==> src/piano_types_pkg.sv <==
package piano_types_pkg;

    ////////////////////////////////////////////////////////////////////////////
    // Notes and modes
    ////////////////////////////////////////////////////////////////////////////

    // 0 is rest, 1 to 7 are do to ti
    typedef logic [3:0] note_t;

    localparam note_t note_rest = 4'd0;

    // Mode encoding as on the board switches, unassigned codes act as off
    typedef enum logic [2:0] {
        mode_off         = 3'b000,
        mode_learn       = 3'b001,
        mode_auto        = 3'b010,
        mode_competition = 3'b011,
        mode_free        = 3'b100
    } mode_e;

    // What every engine presents and what leaves the top
    typedef struct packed {
        note_t       note;
        logic [1:0]  octave;
        logic [6:0]  led;
        logic [3:0]  num;
    } play_out_t;

    ////////////////////////////////////////////////////////////////////////////
    // Song table
    ////////////////////////////////////////////////////////////////////////////

    localparam int SONG_LEN = 16;

    typedef struct packed {
        note_t       note;
        logic [1:0]  octave;
    } song_entry_t;

    // Songs 0 to 2, song select 3 is silence
    localparam song_entry_t song_table [0:3][0:SONG_LEN-1] = '{
        '{'{4'd1, 2'd1}, '{4'd1, 2'd1}, '{4'd5, 2'd1}, '{4'd5, 2'd1},
          '{4'd6, 2'd1}, '{4'd6, 2'd1}, '{4'd5, 2'd1}, '{4'd0, 2'd0},
          '{4'd4, 2'd1}, '{4'd4, 2'd1}, '{4'd3, 2'd1}, '{4'd3, 2'd1},
          '{4'd2, 2'd1}, '{4'd2, 2'd1}, '{4'd1, 2'd1}, '{4'd0, 2'd0}},
        '{'{4'd3, 2'd1}, '{4'd3, 2'd1}, '{4'd4, 2'd1}, '{4'd5, 2'd1},
          '{4'd5, 2'd1}, '{4'd4, 2'd1}, '{4'd3, 2'd1}, '{4'd2, 2'd1},
          '{4'd1, 2'd1}, '{4'd1, 2'd1}, '{4'd2, 2'd1}, '{4'd3, 2'd1},
          '{4'd3, 2'd1}, '{4'd2, 2'd1}, '{4'd2, 2'd1}, '{4'd0, 2'd0}},
        '{'{4'd1, 2'd2}, '{4'd2, 2'd2}, '{4'd3, 2'd2}, '{4'd4, 2'd2},
          '{4'd5, 2'd2}, '{4'd6, 2'd2}, '{4'd7, 2'd2}, '{4'd0, 2'd0},
          '{4'd7, 2'd1}, '{4'd6, 2'd1}, '{4'd5, 2'd1}, '{4'd4, 2'd1},
          '{4'd3, 2'd1}, '{4'd2, 2'd1}, '{4'd1, 2'd1}, '{4'd0, 2'd0}},
        '{default: '0}
    };

    // One-hot LED pattern, bit n-1 for note n, zero for rest
    function automatic logic [6:0] note_led(note_t n);
        logic [6:0] led;
        led = '0;
        if (n >= 4'd1 && n <= 4'd7) begin
            led = 7'd1 << (n - 4'd1);
        end
        return led;
    endfunction

endpackage

==> src/piano_cfg_pkg.sv <==
package piano_cfg_pkg;

    ////////////////////////////////////////////////////////////////////////////
    // APB transport
    ////////////////////////////////////////////////////////////////////////////

    typedef struct packed {
        logic         psel;
        logic         penable;
        logic         pwrite;
        logic [3:0]   paddr;
        logic [31:0]  pwdata;
    } apb_req_t;

    typedef struct packed {
        logic [31:0]  prdata;
        logic         pready;
        logic         pslverr;
    } apb_rsp_t;

    // Register map
    typedef enum logic [3:0] {
        reg_ctrl   = 4'h0,
        reg_play   = 4'h4,
        reg_status = 4'h8
    } reg_addr_e;

    ////////////////////////////////////////////////////////////////////////////
    // Configuration seen by the engines
    ////////////////////////////////////////////////////////////////////////////

    typedef struct packed {
        piano_types_pkg::mode_e  mode;
        logic [1:0]              song;
        logic [1:0]              speed;
        logic [1:0]              octave;
        logic                    play;
    } cfg_t;

endpackage

==> src/piano_regs.sv <==
`timescale 1ns/10ps

module piano_regs (
    input  logic                    clk,
    input  logic                    reset,
    input  piano_cfg_pkg::apb_req_t apb_req,
    output piano_cfg_pkg::apb_rsp_t apb_rsp,
    output piano_cfg_pkg::cfg_t     cfg,
    input  logic [3:0]              status_num,
    input  logic [3:0]              status_score
);
    import piano_types_pkg::*;
    import piano_cfg_pkg::*;

    logic access;
    logic ctrl_sel;
    logic play_sel;
    logic status_sel;
    logic bad_access;
    logic wr_ctrl;
    logic wr_play;

    ////////////////////////////////////////////////////////////////////////////
    // Address decode
    ////////////////////////////////////////////////////////////////////////////

    always_comb begin
        // Transfer only in the access phase
        access     = apb_req.psel && apb_req.penable;
        ctrl_sel   = apb_req.paddr == reg_ctrl;
        play_sel   = apb_req.paddr == reg_play;
        status_sel = apb_req.paddr == reg_status;
        // Unknown address, or STATUS written
        bad_access = access && (!(ctrl_sel || play_sel || status_sel)
                                || (apb_req.pwrite && status_sel));
        wr_ctrl    = access && apb_req.pwrite && ctrl_sel;
        wr_play    = access && apb_req.pwrite && play_sel;
    end

    // No wait states, read data valid during access
    always_comb begin
        apb_rsp.pready  = 1'b1;
        apb_rsp.pslverr = bad_access;
        apb_rsp.prdata  = '0;
        if (ctrl_sel) begin
            // mode 2:0, song 4:3, speed 6:5, octave 8:7
            apb_rsp.prdata = {23'd0, cfg.octave, cfg.speed, cfg.song, cfg.mode};
        end else if (play_sel) begin
            apb_rsp.prdata = {31'd0, cfg.play};
        end else if (status_sel) begin
            apb_rsp.prdata = {24'd0, status_score, status_num};
        end
    end

    ////////////////////////////////////////////////////////////////////////////
    // Configuration and play flag
    ////////////////////////////////////////////////////////////////////////////

    always_ff @(posedge clk) begin
        if (!reset) begin
            // All zero means mode_off and stopped
            cfg <= '0;
        end else begin
            if (wr_ctrl) begin
                cfg.mode   <= mode_e'(apb_req.pwdata[2:0]);
                cfg.song   <= apb_req.pwdata[4:3];
                cfg.speed  <= apb_req.pwdata[6:5];
                cfg.octave <= apb_req.pwdata[8:7];
            end
            // Start write flips play
            if (wr_play && apb_req.pwdata[0]) begin
                cfg.play <= ~cfg.play;
            end
        end
    end

endmodule

==> src/song_sequencer.sv <==
`timescale 1ns/10ps

module song_sequencer #(
    parameter int BEAT_CYCLES = 8
) (
    input  logic                       clk,
    input  logic                       reset,
    input  piano_cfg_pkg::cfg_t        cfg,
    input  logic [6:0]                 keys,
    output piano_types_pkg::play_out_t seq_out,
    output logic [3:0]                 score
);
    import piano_types_pkg::*;

    // Longest slot is four beats at speed 3
    localparam int TIMER_W = $clog2(BEAT_CYCLES * 4 + 1);

    typedef enum logic {
        seq_idle,
        seq_play
    } seq_state_e;

    seq_state_e          state;
    logic [3:0]          pos;
    logic [TIMER_W-1:0]  timer;
    logic [TIMER_W-1:0]  slot_last;
    logic                hit;
    logic                active;
    logic                slot_end;
    logic                key_hit;
    song_entry_t         entry;

    always_comb begin
        active    = cfg.play && (cfg.mode == mode_auto || cfg.mode == mode_competition);
        // Slot length BEAT_CYCLES * (speed + 1)
        slot_last = TIMER_W'(BEAT_CYCLES * (int'(cfg.speed) + 1) - 1);
        slot_end  = timer >= slot_last;
        entry     = song_table[cfg.song][pos];
        // First matching press of a sounding note, competition only
        key_hit   = (cfg.mode == mode_competition) && !hit
                    && (entry.note != note_rest) && (keys == note_led(entry.note));
    end

    ////////////////////////////////////////////////////////////////////////////
    // Beat timer, position and score
    ////////////////////////////////////////////////////////////////////////////

    always_ff @(posedge clk) begin
        if (!reset || !active) begin
            // Stopped or other mode, everything back to the start
            state <= seq_idle;
            pos   <= '0;
            timer <= '0;
            hit   <= 1'b0;
            score <= '0;
        end else begin
            state <= seq_play;
            if (state == seq_play) begin
                if (key_hit) begin
                    hit <= 1'b1;
                    // Saturate at 15
                    if (score != 4'hf) begin
                        score <= score + 4'd1;
                    end
                end
                if (slot_end) begin
                    timer <= '0;
                    hit   <= 1'b0;
                    pos   <= (pos == 4'(SONG_LEN - 1)) ? 4'd0 : pos + 4'd1;
                end else begin
                    timer <= timer + 1'b1;
                end
            end
        end
    end

    // Silent until the first slot starts
    always_comb begin
        seq_out = '0;
        if (state == seq_play) begin
            seq_out.note   = entry.note;
            seq_out.octave = entry.octave;
            seq_out.led    = note_led(entry.note);
            seq_out.num    = pos;
        end
    end

endmodule

==> src/learn_tracker.sv <==
`timescale 1ns/10ps

module learn_tracker (
    input  logic                       clk,
    input  logic                       reset,
    input  piano_cfg_pkg::cfg_t        cfg,
    input  logic [6:0]                 keys,
    output piano_types_pkg::play_out_t learn_out
);
    import piano_types_pkg::*;

    typedef enum logic {
        lrn_wait_key,
        lrn_wait_release
    } lrn_state_e;

    lrn_state_e   state;
    logic [3:0]   pos;
    logic         match;
    song_entry_t  entry;

    always_comb begin
        entry = song_table[cfg.song][pos];
        // A rest needs no key
        match = (keys == note_led(entry.note)) || (entry.note == note_rest);
    end

    always_ff @(posedge clk) begin
        if (!reset || cfg.mode != mode_learn) begin
            state <= lrn_wait_key;
            pos   <= '0;
        end else begin
            case (state)
                lrn_wait_key: begin
                    if (match) begin
                        pos   <= (pos == 4'(SONG_LEN - 1)) ? 4'd0 : pos + 4'd1;
                        state <= lrn_wait_release;
                    end
                end
                default: begin
                    // Hands off the keys before the next note counts
                    if (keys == '0) begin
                        state <= lrn_wait_key;
                    end
                end
            endcase
        end
    end

    // Current note shown on the LEDs
    always_comb begin
        learn_out.note   = entry.note;
        learn_out.octave = entry.octave;
        learn_out.led    = note_led(entry.note);
        learn_out.num    = pos;
    end

endmodule

==> src/mode_controller.sv <==
`timescale 1ns/10ps

module mode_controller (
    input  logic                       clk,
    input  logic                       reset,
    input  piano_cfg_pkg::cfg_t        cfg,
    input  logic [6:0]                 keys,
    input  piano_types_pkg::play_out_t seq_out,
    input  logic [3:0]                 seq_score,
    input  piano_types_pkg::play_out_t learn_out,
    output piano_types_pkg::play_out_t play_out,
    output logic [3:0]                 score
);
    import piano_types_pkg::*;

    play_out_t   next_out;
    logic [3:0]  next_score;

    // Lowest pressed key wins, rest when nothing is down
    function automatic note_t lowest_key(logic [6:0] k);
        note_t n;
        n = note_rest;
        for (int i = 6; i >= 0; i--) begin
            if (k[i]) begin
                n = note_t'(i + 1);
            end
        end
        return n;
    endfunction

    ////////////////////////////////////////////////////////////////////////////
    // Per-mode source select
    ////////////////////////////////////////////////////////////////////////////

    always_comb begin
        next_out = '0;
        case (cfg.mode)
            mode_free: begin
                // Keys play directly at the configured octave
                next_out.note   = lowest_key(keys);
                next_out.octave = cfg.octave;
                next_out.led    = keys;
                next_out.num    = '0;
            end
            mode_auto, mode_competition: begin
                next_out = seq_out;
            end
            mode_learn: begin
                next_out = learn_out;
            end
            default: begin
                // Off and unassigned codes stay silent
                next_out = '0;
            end
        endcase
        // Score only shown while competing
        next_score = (cfg.mode == mode_competition) ? seq_score : 4'd0;
    end

    always_ff @(posedge clk) begin
        if (!reset) begin
            play_out <= '0;
            score    <= '0;
        end else begin
            play_out <= next_out;
            score    <= next_score;
        end
    end

endmodule

==> src/piano_top.sv <==
`timescale 1ns/10ps

module piano_top #(
    parameter int BEAT_CYCLES = 8
) (
    input  logic                       clk,
    input  logic                       reset,
    input  piano_cfg_pkg::apb_req_t    apb_req,
    output piano_cfg_pkg::apb_rsp_t    apb_rsp,
    input  logic [6:0]                 keys,
    output piano_types_pkg::play_out_t play_out,
    output logic [3:0]                 score
);
    import piano_types_pkg::*;
    import piano_cfg_pkg::*;

    cfg_t        cfg;
    play_out_t   seq_out;
    play_out_t   learn_out;
    logic [3:0]  seq_score;

    // Register block, STATUS reads the selected outputs
    piano_regs piano_regs_inst (
        .clk          (clk),
        .reset        (reset),
        .apb_req      (apb_req),
        .apb_rsp      (apb_rsp),
        .cfg          (cfg),
        .status_num   (play_out.num),
        .status_score (score)
    );

    // Auto and competition share one sequencer
    song_sequencer #(
        .BEAT_CYCLES (BEAT_CYCLES)
    ) song_sequencer_inst (
        .clk     (clk),
        .reset   (reset),
        .cfg     (cfg),
        .keys    (keys),
        .seq_out (seq_out),
        .score   (seq_score)
    );

    learn_tracker learn_tracker_inst (
        .clk       (clk),
        .reset     (reset),
        .cfg       (cfg),
        .keys      (keys),
        .learn_out (learn_out)
    );

    mode_controller mode_controller_inst (
        .clk       (clk),
        .reset     (reset),
        .cfg       (cfg),
        .keys      (keys),
        .seq_out   (seq_out),
        .seq_score (seq_score),
        .learn_out (learn_out),
        .play_out  (play_out),
        .score     (score)
    );

endmodule

==> config.mk <==
export PLATFORM = sky130hd
export DESIGN_NAME = piano_top
export DESIGN_NICKNAME = d
export VERILOG_FILES = /design/src/piano_types_pkg.sv /design/src/piano_cfg_pkg.sv /design/src/piano_regs.sv /design/src/song_sequencer.sv /design/src/learn_tracker.sv /design/src/mode_controller.sv /design/src/piano_top.sv
export SDC_FILE = /design/constraint.sdc
export NUM_CORES = 1
export LEC_CHECK = 0
export BUFFER_PORTS_ARGS = -buffer_cell sky130_fd_sc_hd__buf_2
export CORE_MARGIN = 3
export CORE_UTILIZATION = 43
export CTS_CLUSTER_SIZE = 10
export DETAILED_ROUTE_END_ITERATION = 8
export PLACE_DENSITY = 0.67
export SYNTH_ARGS = -nofsm -noshare
export SYNTH_HDL_FRONTEND = slang
export SYNTH_SLANG_ARGS = --single-unit
==> constraint.sdc <==
create_clock -name clk -period 7 [get_ports clk]
set_clock_uncertainty 0.15 [all_clocks]
set_input_delay 1.4 -clock clk [delete_from_list [all_inputs] [get_ports clk]]
set_output_delay 1.4 -clock clk [all_outputs]
set_load 0.1 [all_outputs]
==> results of run 1 <==
==> cells by family after synthesis <==
logic type | after synthesis | share of synthesized area [%]
buf+inv | 79 | 10.5
flops | 51 | 25.9
xor+xnor | 10 | 2.22
compound gates | 121 | 22.0
other cells | 2 | 0.190
mux | 30 | 8.43
fa+ha+maj | 16 | 5.07
simple gates | 194 | 25.7
==> power groups by stage <==
stage	Clock [mW]	Combinational, mW	Sequential [mW]
after floorplan	0	0.0905	0.297
after global placement	0	0.0904	0.297
after detailed placement	0	0.0909	0.297
after CTS	0.225	0.0910	0.291
after global routing	0.237	0.0956	0.291
final	0.219	0.0917	0.291
==> state kept, by name, summed over array words and instances (netlist names) <==
register,count
learn_tracker_inst.pos,4
learn_tracker_inst.state,1
mode_controller_inst.play_out,16
mode_controller_inst.score,4
piano_regs_inst.cfg,10
song_sequencer_inst.hit,1
song_sequencer_inst.pos,4
song_sequencer_inst.score,4
song_sequencer_inst.state,1
song_sequencer_inst.timer,6
==> through the flow <==
stage | worst slack [ns] | instance area, um2 | utilization (%) | std cells
final | 2.09 | 4240 | 48.1 | 640
after detailed placement | 2.08 | 4110 | 46.7 | 632
after global routing | 1.62 | 4240 | 48.1 | 640
after global placement | 2.28 | 4110 | 46.7 | 632
after CTS | 2.05 | 4240 | 48.1 | 640
after floorplan | 1.48 | 4030 | - | 526
==> tightest hold or removal path: stages, from the launching register on <==
cell	delay, ns
dfxtp_1	0.31
inv_1	0.06
a21oi_1	0.06
==> final cells by class <==
cell class	count	area, um2
Fill cell	888	4570
Clock buffer	6	82.6
Sequential cell	51	1020
Tap cell	108	135
Multi-Input combinational cell	396	2600
Timing Repair Buffer	55	278
Inverter	22	82.6
Clock inverter	2	38.8
==> layer usage <==
layer	track usage [%]	up-vias
met5	0	-
met3	3.07	8
met4	3.83	0
li1	-	1810
met1	25.4	1692
met2	30.4	128
==> worst min path at each step <==
stage	to	slack, ns	cells past startpoint
after CTS	song_sequencer_inst.hit	0.32	2
after detailed placement	song_sequencer_inst.hit	0.31	2
after global placement	song_sequencer_inst.hit	0.30	2
after global routing	song_sequencer_inst.hit	0.35	2
final	song_sequencer_inst.hit	0.32	2
after floorplan	song_sequencer_inst.hit	0.28	2
==> cells in the final DEF (no fill, tap or decap), types with 3 or more instances in the layout <==
master	netlist	final
o22ai_1	3	3
xor2_1	5	5
inv_1	20	20
a31oi_1	5	5
o31ai_1	5	5
a221oi_1	3	3
nor2_1	54	54
and3_1	5	5
mux2i_1	25	25
o21ai_1	5	5
nand4_1	5	5
a21oi_1	26	26
nand2_1	31	31
nand2b_1	14	14
or3_1	4	4
dfxtp_1	51	51
buf_2	5	54
o21ai_0	18	18
and2_1	12	12
a211oi_1	5	5
nor3_1	7	7
o2111ai_1	3	3
nor3b_1	7	7
nor2b_1	21	21
nand3b_1	6	6
a21boi_0	5	5
xnor2_1	5	5
a22oi_1	9	9
ha_1	16	16
conb_1	2	25
clkbuf_8	0	6
nand3_1	16	16
a32oi_1	5	5
==> reports/qor.yml, run 1 <==
outcome: "completed"
synthDominantCellAreaShare_pct: 25.9
ant_nets: 0
cp.depth: 13
tns_ns: 0
cts_buffer_depth: 2
syn_area_um2: 3950
p_comb_share_pct: 15.2
cp.arrival_ns: 5.00
min_from: "song_sequencer_inst.hit"
place_congestion: 0.946
cap_violations: 0
r2r_slack_ns: 2.09
rsz0062_at_grt: "no"
syn2layout_area_growth_pct: 7.29
grt_max_degree: 24
post-synth-top-count-cell: "nor2_1"
max_stage_delay_ns: 0.69
grt_pass1_wl_mm: 15.5
crit_fanout: 15
period_share_pct: 70.1
relSlewSlack_pct: 29.1
min_path_type: "flop to flop"
die_w_um: 102
clk_latency_ns: 0.31
cp_num_buf_inv: 1
grt_overflow: 0
holdWs_ns: 0.319
grt_use_total_pct: 18.4
clk_pin_slew_ns: 0.09
ys_seq_area_share_pct: 25.9
leakagePower_nw: 1.57
power_frac_clock_pct: 36.5
yosys.area.top_type: "dfxtp_1"
clkSinkCount: 51
power.density_nw_per_um2: 142
cts_setup_buffers: 0
nets: 595
tightest_slew_ns: 1.06
wire_per_inst_um: 15.2
seqPwrFrac_pct: 48.3
wl_met3_um: 602
synth_cells: 503
cts_tree: "built"
crit_required_ns: 7.09
drt_first_pass_iters: 6
wirelength_mm: 9.74
cts-root-buf: "clkbuf_8"
vias: 3638
swShare_pct: 30.0
antenna_found_initial: 0
intPower_mw: 0.421
switchingPower_mw: 0.180
r2r_start: "piano_regs_inst.cfg[6]"
vias_per_cell: 5.68
final-hold-violation-count: 0
synth.distinct_cells: 76
n_antenna_cell: 0
wl_met1_mm: 4.59
ioPinCount: 103
netlist_top_cells_count: "54 x nor2_1, 51 x dfxtp_1, 31 x nand2_1, 27 x buf_4, 26 x a21oi_1"
holdBufCountCts: 0
ys_async_sr_fraction_pct: 0
slowest_stage: "dfxtp_1"
rows: 34
highest_layer: "met4"
cts_resized: 0
synth_area_per_cell_um2: 7.85
die-area_um2: 10400
layout-drive-gt1-share_pct: 14.1
drt_iter0_markers: 187
critPathKind: "flop to flop"
crit_path_end_kind: "flop"
route.met2.wl_mm: 4.48
grt_pass1_vias: 3200
start_util_pct: 44.8
yosys-top-cells-area: "dfxtp_1 26%, mux2i_1 6.3%, buf_4 5.1%"
power.total_mw: 0.601
slew_violations: 0
route.detailed.drc: 0
cts_max_level: 2
max_freq_ghz: 0.204
numCtsBuffers: 5
crit_end: "learn_tracker_inst.pos[3]"
synth_enable_flop_cells: 0
finalCriticalPeriod_ns: 4.91
place_hpwl_mm: 7.27
synth-main-ff-cell: "dfxtp_1"
crit_chain: "inv_1 > ha_1 > nand2_1 > a21oi_1 > o311ai_1 > nand2_1 > nor2_1 > ha_1 > or4b_1 > o32ai_1 > a41oi_1 > or3_1 > a21oi_1"
cp_top_family: "simple AND/OR/NAND/NOR gates"
reg2reg_depth: 13
core_um2: 8810
ys_warn_count: 0
synth-seq-cells: 51
critPathLaunch: "piano_regs_inst.cfg[6]"
io_buffers: 54
die-height_um: 102
crit_path_start_kind: "flop"
r2r_end: "learn_tracker_inst.pos[3]"
peakVddDrop_mv: 0.0763
setup_viol: 0
Note: power is estimated with default switching activity, not from simulation.
==> inputs of run 2 (changes only) <==
--- a/config.mk
+++ b/config.mk
@@ -10,7 +10,7 @@
 export CORE_UTILIZATION = 43
 export CTS_CLUSTER_SIZE = 10
 export DETAILED_ROUTE_END_ITERATION = 8
-export PLACE_DENSITY = 0.67
+export PLACE_DENSITY = 0.7
 export SYNTH_ARGS = -nofsm -noshare
 export SYNTH_HDL_FRONTEND = slang
 export SYNTH_SLANG_ARGS = --single-unit
==> constraint.sdc (replaced) <==
create_clock -name clk -period 4.1 [get_ports clk]
set_clock_uncertainty 0.15 [all_clocks]
set_input_delay 0.82 -clock clk [delete_from_list [all_inputs] [get_ports clk]]
set_output_delay 0.82 -clock clk [all_outputs]
set_load 0.1 [all_outputs]
==> reports/qor.yml, run 2 (same netlist as run 1, synthesis figures left out) <==
wire_per_inst_um: 15.0  # -1.8%
die-area_um2: 10400  # unchanged
leakagePower_nw: 1.66  # +6.2%
intPower_mw: 0.636  # +51%
final_cell_mix: "54 x buf_2, 53 x nor2_1, 50 x dfxtp_1, 31 x nand2_1"
clkSinkCount: 51  # unchanged
syn2layout_area_growth_pct: 12.1
nets: 617  # +3.7%
power_frac_clock_pct: 30.4  # -6.1 points
grt_max_degree: 19  # -21%
io_buffers: 54  # unchanged
vias: 3787  # +4.1%
die-height_um: 102  # unchanged
final-hold-violation-count: 0  # unchanged
r2r_end: "learn_tracker_inst.pos[3]"
swShare_pct: 32.3  # +2.3 points
tns_ns: 0  # unchanged
critPathLaunch: "piano_regs_inst.cfg[5]"
regMostFlops: "mode_controller_inst.play_out"
switchingPower_mw: 0.303  # +68%
final-seq-area_um2: 1020  # +0.12%
reg2reg_depth: 13  # unchanged
grt_use_total_pct: 18.3  # about the same
rsz0062_at_grt: "no"
peakVddDrop_mv: 0.207  # +170%
top_regs: "mode_controller_inst.play_out (16), piano_regs_inst.cfg (10), song_sequencer_inst.timer (6)"
rows: 34  # unchanged
period_share_pct: 93.2  # +23 points
layout_commonest_cell: "buf_2"
cts-root-buf: "clkbuf_8"
fill_cells: 860  # -3.2%
crit_required_ns: 4.19  # -2.90 ns
seqPwrFrac_pct: 52.8  # +4.5 points
core_um2: 8810  # unchanged
vias_per_cell: 5.73  # +0.79%
ioPinCount: 103  # unchanged
multi_input_area_um2: 2660  # +2.4%
max_freq_ghz: 0.262  # +28%
n_antenna_cell: 0  # unchanged
drt_iter0_markers: 363  # +94%
place_congestion: 0.980  # +3.5%
min_path_type: "flop to flop"
p_comb_share_pct: 16.8  # +1.6 points
die_w_um: 102  # unchanged
crit_end: "learn_tracker_inst.pos[3]"
route.detailed.drc: 0  # unchanged
crit_path_end_kind: "flop"
relSlewSlack_pct: 26.0  # -3.1 points
critPathKind: "flop to flop"
tightest_slew_ns: 1.10  # +0.0458 ns
power.density_nw_per_um2: 212  # +49%
cts_max_level: 2  # unchanged
ant_nets: 0  # unchanged
start_util_pct: 44.8  # unchanged
holdBufCountCts: 0  # unchanged
final_area_um2: 4430  # +4.5%
cp.arrival_ns: 3.91  # -1.09 ns
finalCriticalPeriod_ns: 3.82  # -1.09 ns
numCtsBuffers: 5  # unchanged
drt_first_pass_iters: 5  # -1
antenna_found_initial: 0  # unchanged
largest_register_ffs: 16  # unchanged
wirelength_mm: 9.88  # +1.4%
setup_viol: 0  # unchanged
outcome: "completed"
grt_pass1_vias: 3344  # +4.5%
layout-drive-gt1-share_pct: 19.2  # +5.1 points
crit_path_start_kind: "flop"
cts_tree: "built"
grt_pass1_wl_mm: 15.8  # +1.7%
r2r_slack_ns: 0.28  # -1.81 ns
cap_violations: 0  # unchanged
crit_fanout: 9  # -6
slew_violations: 0  # unchanged
cts_buffer_depth: 2  # unchanged
r2r_start: "piano_regs_inst.cfg[5]"
place_hpwl_mm: 7.41  # +2.0%
grt_overflow: 0  # unchanged
clk_pin_slew_ns: 0.10  # about the same
postPlaceCellArea_um2: 4280  # +4.0%
clk_latency_ns: 0.30  # about the same
run 2: cell count changes in the layout (fill, tap and decap cells not counted), sizes merged:
| cell | previous run | this run |
|---|---|---|
| clkbuf | 6 | 5 |
| inv | 23 | 22 |
| bufinv | 1 | 0 |
| clkinv | 0 | 2 |
| buf | 55 | 77 |
run 2: final cells by class:
type                            instances  share of cell area (%)
Inverter                               22                    1.87
Tap cell                              108                    3.05
Timing Repair Buffer                   77                    10.0
Clock inverter                          2                   0.311
Clock buffer                            5                    1.55
Multi-Input combinational cell        396                    60.1
Sequential cell                        51                    23.1
run 2: worst max-delay path, cell delays in order (launching register included):
cell and delay, ns:
dfxtp_2 0.38, buf_4 0.17, ha_1 0.32, mux4_2 0.49, nand2b_1 0.19, nand2_1 0.11
nor2_1 0.07, ha_1 0.36, or4b_1 0.49, o32ai_1 0.27, a41oi_1 0.15, buf_4 0.18
or3_1 0.30, a21oi_1 0.14
run 2: how the worst min path moves through the flow:
stage / from / end / slack [ns] / depth (start not counted)
final: song_sequencer_inst.hit / song_sequencer_inst.hit / 0.33 / 2
after global routing: piano_regs_inst.cfg[1] / mode_controller_inst.play_out[11] / 0.36 / 2
after CTS: song_sequencer_inst.hit / song_sequencer_inst.hit / 0.33 / 2
after detailed placement: song_sequencer_inst.hit / song_sequencer_inst.hit / 0.32 / 2
after global placement: song_sequencer_inst.hit / song_sequencer_inst.hit / 0.31 / 2
after floorplan: song_sequencer_inst.hit / song_sequencer_inst.hit / 0.28 / 2
run 2: power by group through the flow:
stage / combinational, mW / clock [mW] / sequential (mW)
6_report: 0.158 / 0.285 / 0.496
4_1_cts: 0.156 / 0.293 / 0.496
5_1_grt: 0.164 / 0.313 / 0.496
2_1_floorplan: 0.155 / 0 / 0.507
3_5_place_dp: 0.156 / 0 / 0.507
3_3_place_gp: 0.155 / 0 / 0.507
run 2: repair_timing:
item | 4_1_cts | 5_1_grt
gates resized for setup | 0 | 13
endpoints found under the setup margin | 0 | 8
buffers inserted | 0 | 1
run 2: layer usage:
metal | routed length, um | global-route usage [%]
met2 | 4540 | 30.4
met1 | 4530 | 25.9
met4 | 124 | 3.23
met5 | 0 | 0
met3 | 693 | 2.46
run 2: per-stage QoR:
step / instances / worst slack [ns] / power (mW) / util, % / hold WS (ns)
2_1_floorplan: 526 / -0.259 / 0.662 / - / 0.282
3_3_place_gp: 653 / 0.158 / 0.662 / 48.6 / 0.309
3_5_place_dp: 653 / 0.101 / 0.664 / 48.6 / 0.316
4_1_cts: 660 / 0.0584 / 0.945 / 49.5 / 0.328
5_1_grt: 661 / 0.00421 / 0.974 / 50.3 / 0.360
6_report: 661 / 0.280 / 0.939 / 50.3 / 0.328
